## src/hw/nic_defines.svh

```systemverilog
`ifndef NIC_DEFINES_SVH
`define NIC_DEFINES_SVH

////////////////////////////////////////////////////////////////////////////
// Controller identity

// MAC address split into vendor part and per-board part
`define NIC_MAC_OUI     24'hEC3F05
`define NIC_MAC_NIC     24'h000001

`define NIC_PID         16'hABCD
`define NIC_VID         16'h8086
`define NIC_SUB_PID     16'h6120
`define NIC_SUB_VID     16'hFACE

////////////////////////////////////////////////////////////////////////////
// Image layout

// Sum of all image words, checksum word included
`define NIC_CHECKSUM    16'hBABA

`define NIC_IMAGE_WORDS 64

////////////////////////////////////////////////////////////////////////////
// Microwire front end

// Flops between the pins and the decoder logic
`define MW_SYNC_STAGES  2

`endif

```

## src/hw/mw_pkg.sv

```systemverilog
`default_nettype none

package mw_pkg;

	// Counts bits of a field or of one data word
	typedef logic [3:0] mw_bitcnt_t;

	// Opcode bits following the start bit
	typedef enum logic [1:0] {
		MW_OP_MISC  = 2'b00,
		MW_OP_WRITE = 2'b01,
		MW_OP_READ  = 2'b10,
		MW_OP_ERASE = 2'b11
	} mw_opcode_e;

	typedef enum logic [2:0] {
		MW_IDLE,
		MW_START,
		MW_OPCODE,
		MW_ADDR,
		MW_READ,
		MW_IGNORE
	} mw_state_e;

	// Synchronized pin view shared by decoder and shifter
	typedef struct packed {
		logic sel;
		logic sk_rise;
		logic sk_fall;
	} mw_strobe_t;

endpackage

`default_nettype wire

```

## src/hw/nvm_pkg.sv

```systemverilog
`default_nettype none

`include "nic_defines.svh"

package nvm_pkg;

	typedef logic [7:0]  nvm_addr_t;
	typedef logic [15:0] nvm_word_t;

	localparam int NVM_WORDS = `NIC_IMAGE_WORDS;
	localparam int NVM_IDX_W = $clog2(NVM_WORDS);

	typedef logic [NVM_IDX_W-1:0]      nvm_idx_t;
	typedef nvm_word_t [NVM_WORDS-1:0] nvm_image_t;

	// Unprogrammed cells
	localparam nvm_word_t NVM_BLANK = 16'hFFFF;

	localparam nvm_addr_t OFS_MAC0     = 8'h00;
	localparam nvm_addr_t OFS_MAC1     = 8'h01;
	localparam nvm_addr_t OFS_MAC2     = 8'h02;
	localparam nvm_addr_t OFS_SUB_PID  = 8'h0B;
	localparam nvm_addr_t OFS_SUB_VID  = 8'h0C;
	localparam nvm_addr_t OFS_PID      = 8'h0D;
	localparam nvm_addr_t OFS_VID      = 8'h0E;
	localparam nvm_addr_t OFS_CHECKSUM = 8'h3F;

	typedef struct packed {
		logic      valid;
		nvm_addr_t addr;
	} nvm_req_t;

	typedef struct packed {
		logic      valid;
		nvm_word_t data;
	} nvm_rsp_t;

	function automatic nvm_image_t build_image();
		nvm_image_t  img;
		nvm_word_t   sum;
		logic [23:0] oui;
		logic [23:0] nic;
		img = '0;
		oui = `NIC_MAC_OUI;
		nic = `NIC_MAC_NIC;
		// MAC bytes go low byte first within each word
		img[OFS_MAC0]    = {oui[15:8], oui[23:16]};
		img[OFS_MAC1]    = {nic[23:16], oui[7:0]};
		img[OFS_MAC2]    = {nic[7:0], nic[15:8]};
		img[OFS_SUB_PID] = `NIC_SUB_PID;
		img[OFS_SUB_VID] = `NIC_SUB_VID;
		img[OFS_PID]     = `NIC_PID;
		img[OFS_VID]     = `NIC_VID;
		sum = '0;
		for (int i = 0; i < NVM_WORDS - 1; i++) begin
			sum = sum + img[i];
		end
		img[OFS_CHECKSUM] = `NIC_CHECKSUM - sum;
		return img;
	endfunction

endpackage

`default_nettype wire

```

## src/hw/mw_cmd_decoder.sv

```systemverilog
`timescale 1ns/1ps
`default_nettype none

`include "nic_defines.svh"

module mw_cmd_decoder (
	input  logic               clk_i,
	input  logic               arst_n_i,
	input  logic               sk_i,
	input  logic               cs_i,
	input  logic               di_i,
	input  logic               next_i,
	output mw_pkg::mw_strobe_t strb_o,
	output nvm_pkg::nvm_req_t  req_o
);

	import mw_pkg::*;
	import nvm_pkg::*;

	localparam int SYNC_N = `MW_SYNC_STAGES;

	// Each stage holds {sk, cs, di}
	logic [SYNC_N-1:0][2:0] pin_sync;
	logic                   sk_s;
	logic                   cs_s;
	logic                   di_s;
	logic                   sk_prev;
	logic                   sk_rise;
	logic                   sk_fall;

	mw_state_e  state;
	mw_opcode_e opcode;
	mw_bitcnt_t bit_cnt;
	nvm_addr_t  addr_q;
	nvm_addr_t  addr_in;
	logic       last_bit;
	logic       rd_first;
	logic       rd_next;

	////////////////////////////////////////////////////////////////////////////
	// Pin synchronizer and SK edge detect

	always_ff @(posedge clk_i or negedge arst_n_i) begin
		if (!arst_n_i) begin
			pin_sync <= '0;
			sk_prev  <= 1'b0;
		end else begin
			pin_sync <= {pin_sync[SYNC_N-2:0], {sk_i, cs_i, di_i}};
			sk_prev  <= sk_s;
		end
	end

	assign {sk_s, cs_s, di_s} = pin_sync[SYNC_N-1];
	assign sk_rise = sk_s & ~sk_prev;
	assign sk_fall = ~sk_s & sk_prev;
	assign strb_o  = '{sel: cs_s, sk_rise: sk_rise, sk_fall: sk_fall};

	////////////////////////////////////////////////////////////////////////////
	// Command framing

	assign addr_in  = {addr_q[6:0], di_s};
	assign last_bit = (bit_cnt == mw_bitcnt_t'(7));
	assign rd_first = (state == MW_ADDR) && sk_rise && last_bit && (opcode == MW_OP_READ);
	assign rd_next  = (state == MW_READ) && next_i;

	always_ff @(posedge clk_i or negedge arst_n_i) begin
		if (!arst_n_i) begin
			state   <= MW_IDLE;
			opcode  <= MW_OP_MISC;
			bit_cnt <= '0;
			addr_q  <= '0;
		end else if (!cs_s) begin
			state <= MW_IDLE;
		end else begin
			case (state)
				MW_IDLE: state <= MW_START;
				// Leading zeros before the start bit are skipped
				MW_START: if (sk_rise && di_s) begin
					state   <= MW_OPCODE;
					bit_cnt <= '0;
				end
				MW_OPCODE: if (sk_rise) begin
					opcode  <= mw_opcode_e'({opcode[0], di_s});
					bit_cnt <= bit_cnt + 1'b1;
					if (bit_cnt == mw_bitcnt_t'(1)) begin
						state   <= MW_ADDR;
						bit_cnt <= '0;
					end
				end
				MW_ADDR: if (sk_rise) begin
					addr_q  <= addr_in;
					bit_cnt <= bit_cnt + 1'b1;
					if (last_bit) begin
						state <= (opcode == MW_OP_READ) ? MW_READ : MW_IGNORE;
					end
				end
				MW_READ: if (next_i) begin
					addr_q <= addr_q + 1'b1;
				end
				// Held until CS drops
				MW_IGNORE: ;
				default: state <= MW_IDLE;
			endcase
		end
	end

	assign req_o.valid = rd_first | rd_next;
	assign req_o.addr  = rd_first ? addr_in : nvm_addr_t'(addr_q + 1'b1);

	a_req_in_frame: assert property (@(posedge clk_i) disable iff (!arst_n_i)
		req_o.valid |-> strb_o.sel);

endmodule

`default_nettype wire

```

## src/hw/nvm_image_rom.sv

```systemverilog
`timescale 1ns/1ps
`default_nettype none

module nvm_image_rom (
	input  logic              clk_i,
	input  logic              arst_n_i,
	input  nvm_pkg::nvm_req_t req_i,
	output nvm_pkg::nvm_rsp_t rsp_o
);

	import nvm_pkg::*;

	localparam nvm_image_t IMAGE = build_image();

	nvm_idx_t  idx;
	logic      in_range;
	logic      valid_q;
	nvm_word_t data_q;

	////////////////////////////////////////////////////////////////////////////
	// Address decode

	assign idx      = req_i.addr[NVM_IDX_W-1:0];
	// Upper address bits set means beyond the programmed image
	assign in_range = (req_i.addr[$bits(nvm_addr_t)-1:NVM_IDX_W] == '0);

	////////////////////////////////////////////////////////////////////////////
	// Registered read port

	always_ff @(posedge clk_i or negedge arst_n_i) begin
		if (!arst_n_i) begin
			valid_q <= 1'b0;
		end else begin
			valid_q <= req_i.valid;
		end
	end

	always_ff @(posedge clk_i) begin
		if (req_i.valid) begin
			data_q <= in_range ? IMAGE[idx] : NVM_BLANK;
		end
	end

	assign rsp_o = '{valid: valid_q, data: data_q};

	a_req_addr_known: assert property (@(posedge clk_i) disable iff (!arst_n_i)
		req_i.valid |-> !$isunknown(req_i.addr));

endmodule

`default_nettype wire

```

## src/hw/mw_data_shifter.sv

```systemverilog
`timescale 1ns/1ps
`default_nettype none

module mw_data_shifter (
	input  logic               clk_i,
	input  logic               arst_n_i,
	input  mw_pkg::mw_strobe_t strb_i,
	input  nvm_pkg::nvm_rsp_t  rsp_i,
	output logic               next_o,
	output logic               do_o,
	output logic               do_oe_o
);

	import mw_pkg::*;
	import nvm_pkg::*;

	nvm_word_t  pf_q;
	logic       pf_full;
	nvm_word_t  sh_q;
	mw_bitcnt_t bit_cnt;
	logic       load;

	// Word boundary once the dummy bit or the last data bit is out
	assign load = strb_i.sk_rise && do_oe_o && (bit_cnt == '0);

	always_ff @(posedge clk_i or negedge arst_n_i) begin
		if (!arst_n_i) begin
			pf_full <= 1'b0;
			bit_cnt <= '0;
			next_o  <= 1'b0;
			do_o    <= 1'b0;
			do_oe_o <= 1'b0;
		end else if (!strb_i.sel) begin
			pf_full <= 1'b0;
			bit_cnt <= '0;
			next_o  <= 1'b0;
			do_o    <= 1'b0;
			do_oe_o <= 1'b0;
		end else begin
			next_o <= load;
			if (strb_i.sk_rise) begin
				if (!do_oe_o) begin
					// Dummy zero ahead of the first word
					if (pf_full) begin
						do_o    <= 1'b0;
						do_oe_o <= 1'b1;
					end
				end else if (load) begin
					do_o    <= pf_q[15];
					bit_cnt <= mw_bitcnt_t'(15);
					pf_full <= 1'b0;
				end else begin
					do_o    <= sh_q[15];
					bit_cnt <= bit_cnt - 1'b1;
				end
			end
			if (rsp_i.valid) begin
				pf_full <= 1'b1;
			end
		end
	end

	////////////////////////////////////////////////////////////////////////////
	// Prefetch and shift registers

	always_ff @(posedge clk_i) begin
		if (rsp_i.valid) begin
			pf_q <= rsp_i.data;
		end
		if (load) begin
			sh_q <= {pf_q[14:0], 1'b0};
		end else if (strb_i.sk_rise) begin
			sh_q <= {sh_q[14:0], 1'b0};
		end
	end

	a_oe_in_frame: assert property (@(posedge clk_i) disable iff (!arst_n_i)
		!strb_i.sel |=> !do_oe_o);

	a_no_overrun: assert property (@(posedge clk_i) disable iff (!arst_n_i)
		rsp_i.valid |-> !pf_full);

	// Host samples on the falling edge, so DO must hold there
	a_do_stable_fall: assert property (@(posedge clk_i) disable iff (!arst_n_i)
		strb_i.sk_fall && strb_i.sel |=> $stable(do_o));

endmodule

`default_nettype wire

```

## src/hw/eeprom_emu.sv

```systemverilog
`timescale 1ns/1ps
`default_nettype none

module eeprom_emu (
	input  logic clk_i,
	input  logic arst_n_i,
	input  logic sk_i,
	input  logic cs_i,
	input  logic di_i,
	output logic do_o,
	output logic do_oe_o
);

	import mw_pkg::*;
	import nvm_pkg::*;

	mw_strobe_t strb;
	nvm_req_t   req;
	nvm_rsp_t   rsp;
	logic       next;

	mw_cmd_decoder cmd_decoder_i (
		.clk_i    (clk_i),
		.arst_n_i (arst_n_i),
		.sk_i     (sk_i),
		.cs_i     (cs_i),
		.di_i     (di_i),
		.next_i   (next),
		.strb_o   (strb),
		.req_o    (req)
	);

	nvm_image_rom image_rom_i (
		.clk_i    (clk_i),
		.arst_n_i (arst_n_i),
		.req_i    (req),
		.rsp_o    (rsp)
	);

	mw_data_shifter data_shifter_i (
		.clk_i    (clk_i),
		.arst_n_i (arst_n_i),
		.strb_i   (strb),
		.rsp_i    (rsp),
		.next_o   (next),
		.do_o     (do_o),
		.do_oe_o  (do_oe_o)
	);

endmodule

`default_nettype wire

```

## config.mk

```make
export PLATFORM = sky130hd
export DESIGN_NAME = eeprom_emu
export DESIGN_NICKNAME = d
export VERILOG_FILES = /design/src/hw/mw_pkg.sv /design/src/hw/nvm_pkg.sv /design/src/hw/mw_cmd_decoder.sv /design/src/hw/nvm_image_rom.sv /design/src/hw/mw_data_shifter.sv /design/src/hw/eeprom_emu.sv
export VERILOG_INCLUDE_DIRS = /design/src /design/src/hw
export SDC_FILE = /design/constraint.sdc
export NUM_CORES = 1
export LEC_CHECK = 0
export BUFFER_PORTS_ARGS = -buffer_cell sky130_fd_sc_hd__buf_2
export CORE_MARGIN = 8
export CORE_UTILIZATION = 60
export DETAILED_ROUTE_END_ITERATION = 10
export PLACE_DENSITY = 0.74
export SLEW_MARGIN = 20
export SYNTH_ARGS = -nofsm -noshare
export SYNTH_HDL_FRONTEND = slang
export SYNTH_HIERARCHICAL = 1
export SYNTH_SLANG_ARGS = --single-unit
export TNS_END_PERCENT = 100
```

## constraint.sdc

```tcl
create_clock -name clk_i -period 3.55 [get_ports clk_i]
set_input_delay 0 -clock clk_i [delete_from_list [all_inputs] [get_ports clk_i]]
set_output_delay 0 -clock clk_i [all_outputs]
set_load 0.1 [all_outputs]
```

After elaboration in Yosys (flattened, before gate mapping)
Memories as Yosys holds them, arrays and structs flattened. A register that Yosys moved wholly into a read port is not among the register bits. Index checks and enable logic that the tools add are counted.

Bits in registers: 64. Latch bits: 0. Memories: 1. Output and inout bits: 2. Bits in writable memories: 0. Bits in read-only memories: 1024. Logic and storage cells: 106. Input port bits: 5.

$mul: 0. Shift operators: 0. Add/sub/neg operators: 3. Bitwise gates (word level): 3. Equal/unequal tests: 24. Order comparisons: 0. Reductions and logical operators: 22. Div/mod/pow operators: 0. Multiplexer cells: 38.

Memories: (no name shown) (words 64, width 16, read ports 1, clocked after memory_dff 1, wr ports 0, line nvm_image_rom.sv:40) `data_q <= in_range ? IMAGE[idx] : NVM_BLANK;`.

Operator list (count): two-way mux 16 bit (2); two-way mux 4 bit (8); two-way mux 8 bit (3); two-way mux 3 bit (6); two-way mux 1 bit (16); case mux 8 bit (2 select lines) (1); != test 3 bit (second input constant) (5); case mux 3 bit (5 select lines) (1); case mux 4 bit (3 select lines) (1); != test 2 x 1 -> 1 bit (second input constant) (5); != test 3 x 1 -> 1 bit (second input constant) (3); adder 8 x 1 -> 8 bit (second input constant) (1); logical AND 1 bit (7); equality test 3 x 2 -> 1 bit (second input constant) (2); equality test 3 bit (second input constant) (2); AND reduction 3 bit (2); AND reduction 6 bit (1); AND reduction 5 bit (1); adder 4 x 1 -> 4 bit (second input constant) (1); equality test 4 x 1 -> 1 bit (second input constant) (1); equality test 4 x 3 -> 1 bit (second input constant) (1); zero test 4 bit (1); != test 2 bit (second input constant) (2); AND reduction 2 bit (2); 14 further kinds (15).

Depth between registers and ports, before layout
Word-level depth: 9. Mapped depth: 11. Mapped depth without buffers: 8.

By module
Netlist, hierarchy kept.

Modules (own cells, without submodules): mw_data_shifter (times used 1, cells each 89, seq. area each 1131.1 µm², area each 1575.3 µm²); mw_cmd_decoder (times used 1, cells each 161, seq. area each 600.6 µm², area each 1448.9 µm²); nvm_image_rom (times used 1, cells each 64, seq. area each 435.4 µm², area each 745.7 µm²).

Worst setup path after synthesis
OpenSTA, ideal clock, no wires.

Path type: register to register. From: reg cmd_decoder_i.bit_cnt[0]. To: reg image_rom_i.data_q[12], data pin. Buffers on the path: 1. Cell stages (with the launch flop): 10. Period minus slack after synthesis: 2.639 ns. Setup time: 0.265 ns. Slack: 0.911 ns. Required time: 3.285 ns. Arrival time: 2.373 ns. Cell sequence: dfrtp_1 > ha_1 > nand4b_1 > or4_1 > buf_2 > mux2_4 > o21a_1 > and4_1 > a21boi_4 > o31ai_1.

RTL lines: start, declared (line mw_cmd_decoder.sv:33) `mw_bitcnt_t bit_cnt;`; start signal, assigned (line mw_cmd_decoder.sv:84) `bit_cnt <= bit_cnt + 1'b1;`; start signal, assigned (line mw_cmd_decoder.sv:92) `bit_cnt <= bit_cnt + 1'b1;`; end, declared (line nvm_image_rom.sv:18) `nvm_word_t data_q;`.

==> summary.txt <==
WP data arrival: 3.30 ns
Status: finished clean
Fin. Hold Viols: 0
Max clock buf depth: 2
Syn-to-layout area delta: 5.33%
Worst Tran Pin Value: 0.742 ns
Total GRT Usage: 0.149
CP peak stage delay: 0.85 ns
Setup TNS: 0 ns
Worst VDD drop: 0.000306 V
Fin crit period: 3.13 ns
Cell count after synthesis: 312
DRC: 0
CP Class: flip-flop to flip-flop
Pre-CTS WS: 0.449 ns
# H-tree levels: 3
Vias in the first global route: 2227
Die height: 95.1 µm
CP Launch Type: flip-flop
First-pass DRT Iterations: 5
Cell Pwr Density: 473 nW/µm²
First-pass GRT wire length: 10400 µm
Non-Filler Instances: 394
Reg power frac: 0.557
Crit-path max FO: 17
N_diodes: 0
DR vias/cell: 5.95
Clock network fraction of total power: 0.314
Largest net degree at the start of global routing: 34
Worst hold slack: 0.234 ns
Post_cts resized: 0
Initial antenna violation count: 0
Grt total ovfl: 0
Type of destination of the critical path: flip-flop
Int Pwr: 1.36 mW
Yosys warns: 6
Leak Pwr: 1.57 nW
Clock Skew: 0.00766 ns
Pwr Total: 1.87 mW
Avg WL per Cell: 15.4 µm
Die area: 9050 µm²
Initial Util: 0.605
Via count: 2345
Post-route ant nets: 0
Comb power frac: 0.129
Clock root buffer: clkbuf_8
Horiz. Die Dim: 95.1 µm
Unrepaired setup endpoints after global routing: no
FF-to-FF path depth: 7
# Max-Cap Violations: 0
CP cell instances: ha_1 -> nand4b_1 -> or4_1 -> a21oi_1 -> and4_1 -> a21boi_4 -> o31ai_1
Gpl congestion: 0.859
Layout cells sized above 1: 0.180
Syn_nets: 322
Final instance area: 3960 µm²
Placed cell count: 374
Critical Path RT: 3.72 ns
Peak Freq: 319 MHz
Max-slew violation count: 0
Clk_lat worst skew: 0.35 ns
Switch Pwr: 0.508 mW
Fin crit share: 0.882
IO Port Bufs: 6
Syn Std Cell Area: 3760 µm²
Overall routed net length: 6090 µm
Post-DP HPWL: 4050 µm
Post-layout util: 0.638
IO Count: 7
Hold Path Class: input port to async pin
DR iter-0 viols: 142
Sw Ratio: 0.271
Total CTS buffers: 9
CP max-delay cell: or4_1
Min setup slack post-route: 0.417 ns
Slew headroom: 0.506
Synthesized area per cell: 12.0 µm²
Placed Area: 3740 µm²
Worst-path clk slew: 0.09 ns
Setup violators final: 0
# clock sinks: 78
Filler Cell Count: 457
Final nets: 322
CTS tree: yes
Placeable Area: 6200 µm²
Site Rows: 29
## critical path, delay by kind of cell, from the launching register on
family / cells / cell delay, ns
simple gates: 3 / 1.41
flops: 1 / 0.41
compound gates: 3 / 0.89
fa+ha+maj: 1 / 0.24
## repair_timing
item | 4_1_cts | 5_1_grt
hold buffers | 4 | 0
hold endpoints to repair | 36 | 0
setup buffers | 0 | 0
## path summary, 6_finish.rpt
path	slack, ns	endpoint	start
max in group asynchronous	2.84	data_shifter_i/do_oe_o	arst_n_i
worst min register to register	0.35	cmd_decoder_i/addr_in[0]	cmd_decoder_i/pin_sync[0]
worst min-delay path	0.23	cmd_decoder_i/pin_sync[2]	arst_n_i
worst max-delay path	0.42	image_rom_i/data_q[12]	cmd_decoder_i/bit_cnt[0]
worst max register to register	0.42	image_rom_i/data_q[12]	cmd_decoder_i/bit_cnt[0]
min in group clk_i	0.29	cmd_decoder_i/pin_sync[2]	sk_i
## layer usage
layer	track usage	routed length (µm)	vias up
li1	-	-	1158
met1	0.185	2830	1142
met2	0.236	2960	35
met3	0.0457	201	10
met4	0.0650	91	0
met5	0	0	-
## registers in the layout, summed over array words and instances (netlist names)
| signal | count |
|---|---|
| data_shifter_i/next_o | 1 |
| data_shifter_i/do_oe_o | 1 |
| cmd_decoder_i/opcode | 2 |
| cmd_decoder_i/sk_prev | 1 |
| cmd_decoder_i/strb_o | 1 |
| image_rom_i/data_q | 14 |
| cmd_decoder_i/pin_sync | 4 |
| data_shifter_i/pf_full | 1 |
| data_shifter_i/pf_q | 16 |
| cmd_decoder_i/state | 3 |
| data_shifter_i/do_o | 1 |
| data_shifter_i/bit_cnt | 4 |
| image_rom_i/valid_q | 1 |
| cmd_decoder_i/addr_in | 1 |
| data_shifter_i/sh_q | 15 |
| cmd_decoder_i/bit_cnt | 4 |
| cmd_decoder_i/addr_q | 8 |
## power groups by stage
stage | Clock [mW] | Sequential, mW | Combinational [mW]
final | 0.588 | 1.04 | 0.242
after CTS | 0.608 | 1.04 | 0.243
after detailed placement | 0 | 1.06 | 0.239
after floorplan | 0 | 1.03 | 0.236
after global routing | 0.645 | 1.05 | 0.274
after global placement | 0 | 1.06 | 0.234
## cell type report
cell class | count | area [µm²] | area share
inverters | 14 | 52.6 | 0.0133
multi-input cells | 197 | 1380 | 0.349
clock inverters | 6 | 46.3 | 0.0117
clock buffers | 10 | 128 | 0.0323
well taps | 77 | 96.3 | 0.0244
repair buffers | 12 | 85.1 | 0.0215
flip-flops and latches | 78 | 2170 | 0.548
## cells in the final DEF (no fill, tap or decap), drive strengths merged, types with 5 or more instances in the layout
cell type	count
ha	5
nand2	29
nand2b	5
buf	8
clkbuf	10
nand3	11
a21oi	18
a21boi	5
dfrtp	33
nor3	10
o21ai	18
nor2	13
inv	16
mux2	18
edfxtp	44
(Power assumes the default switching activity.)
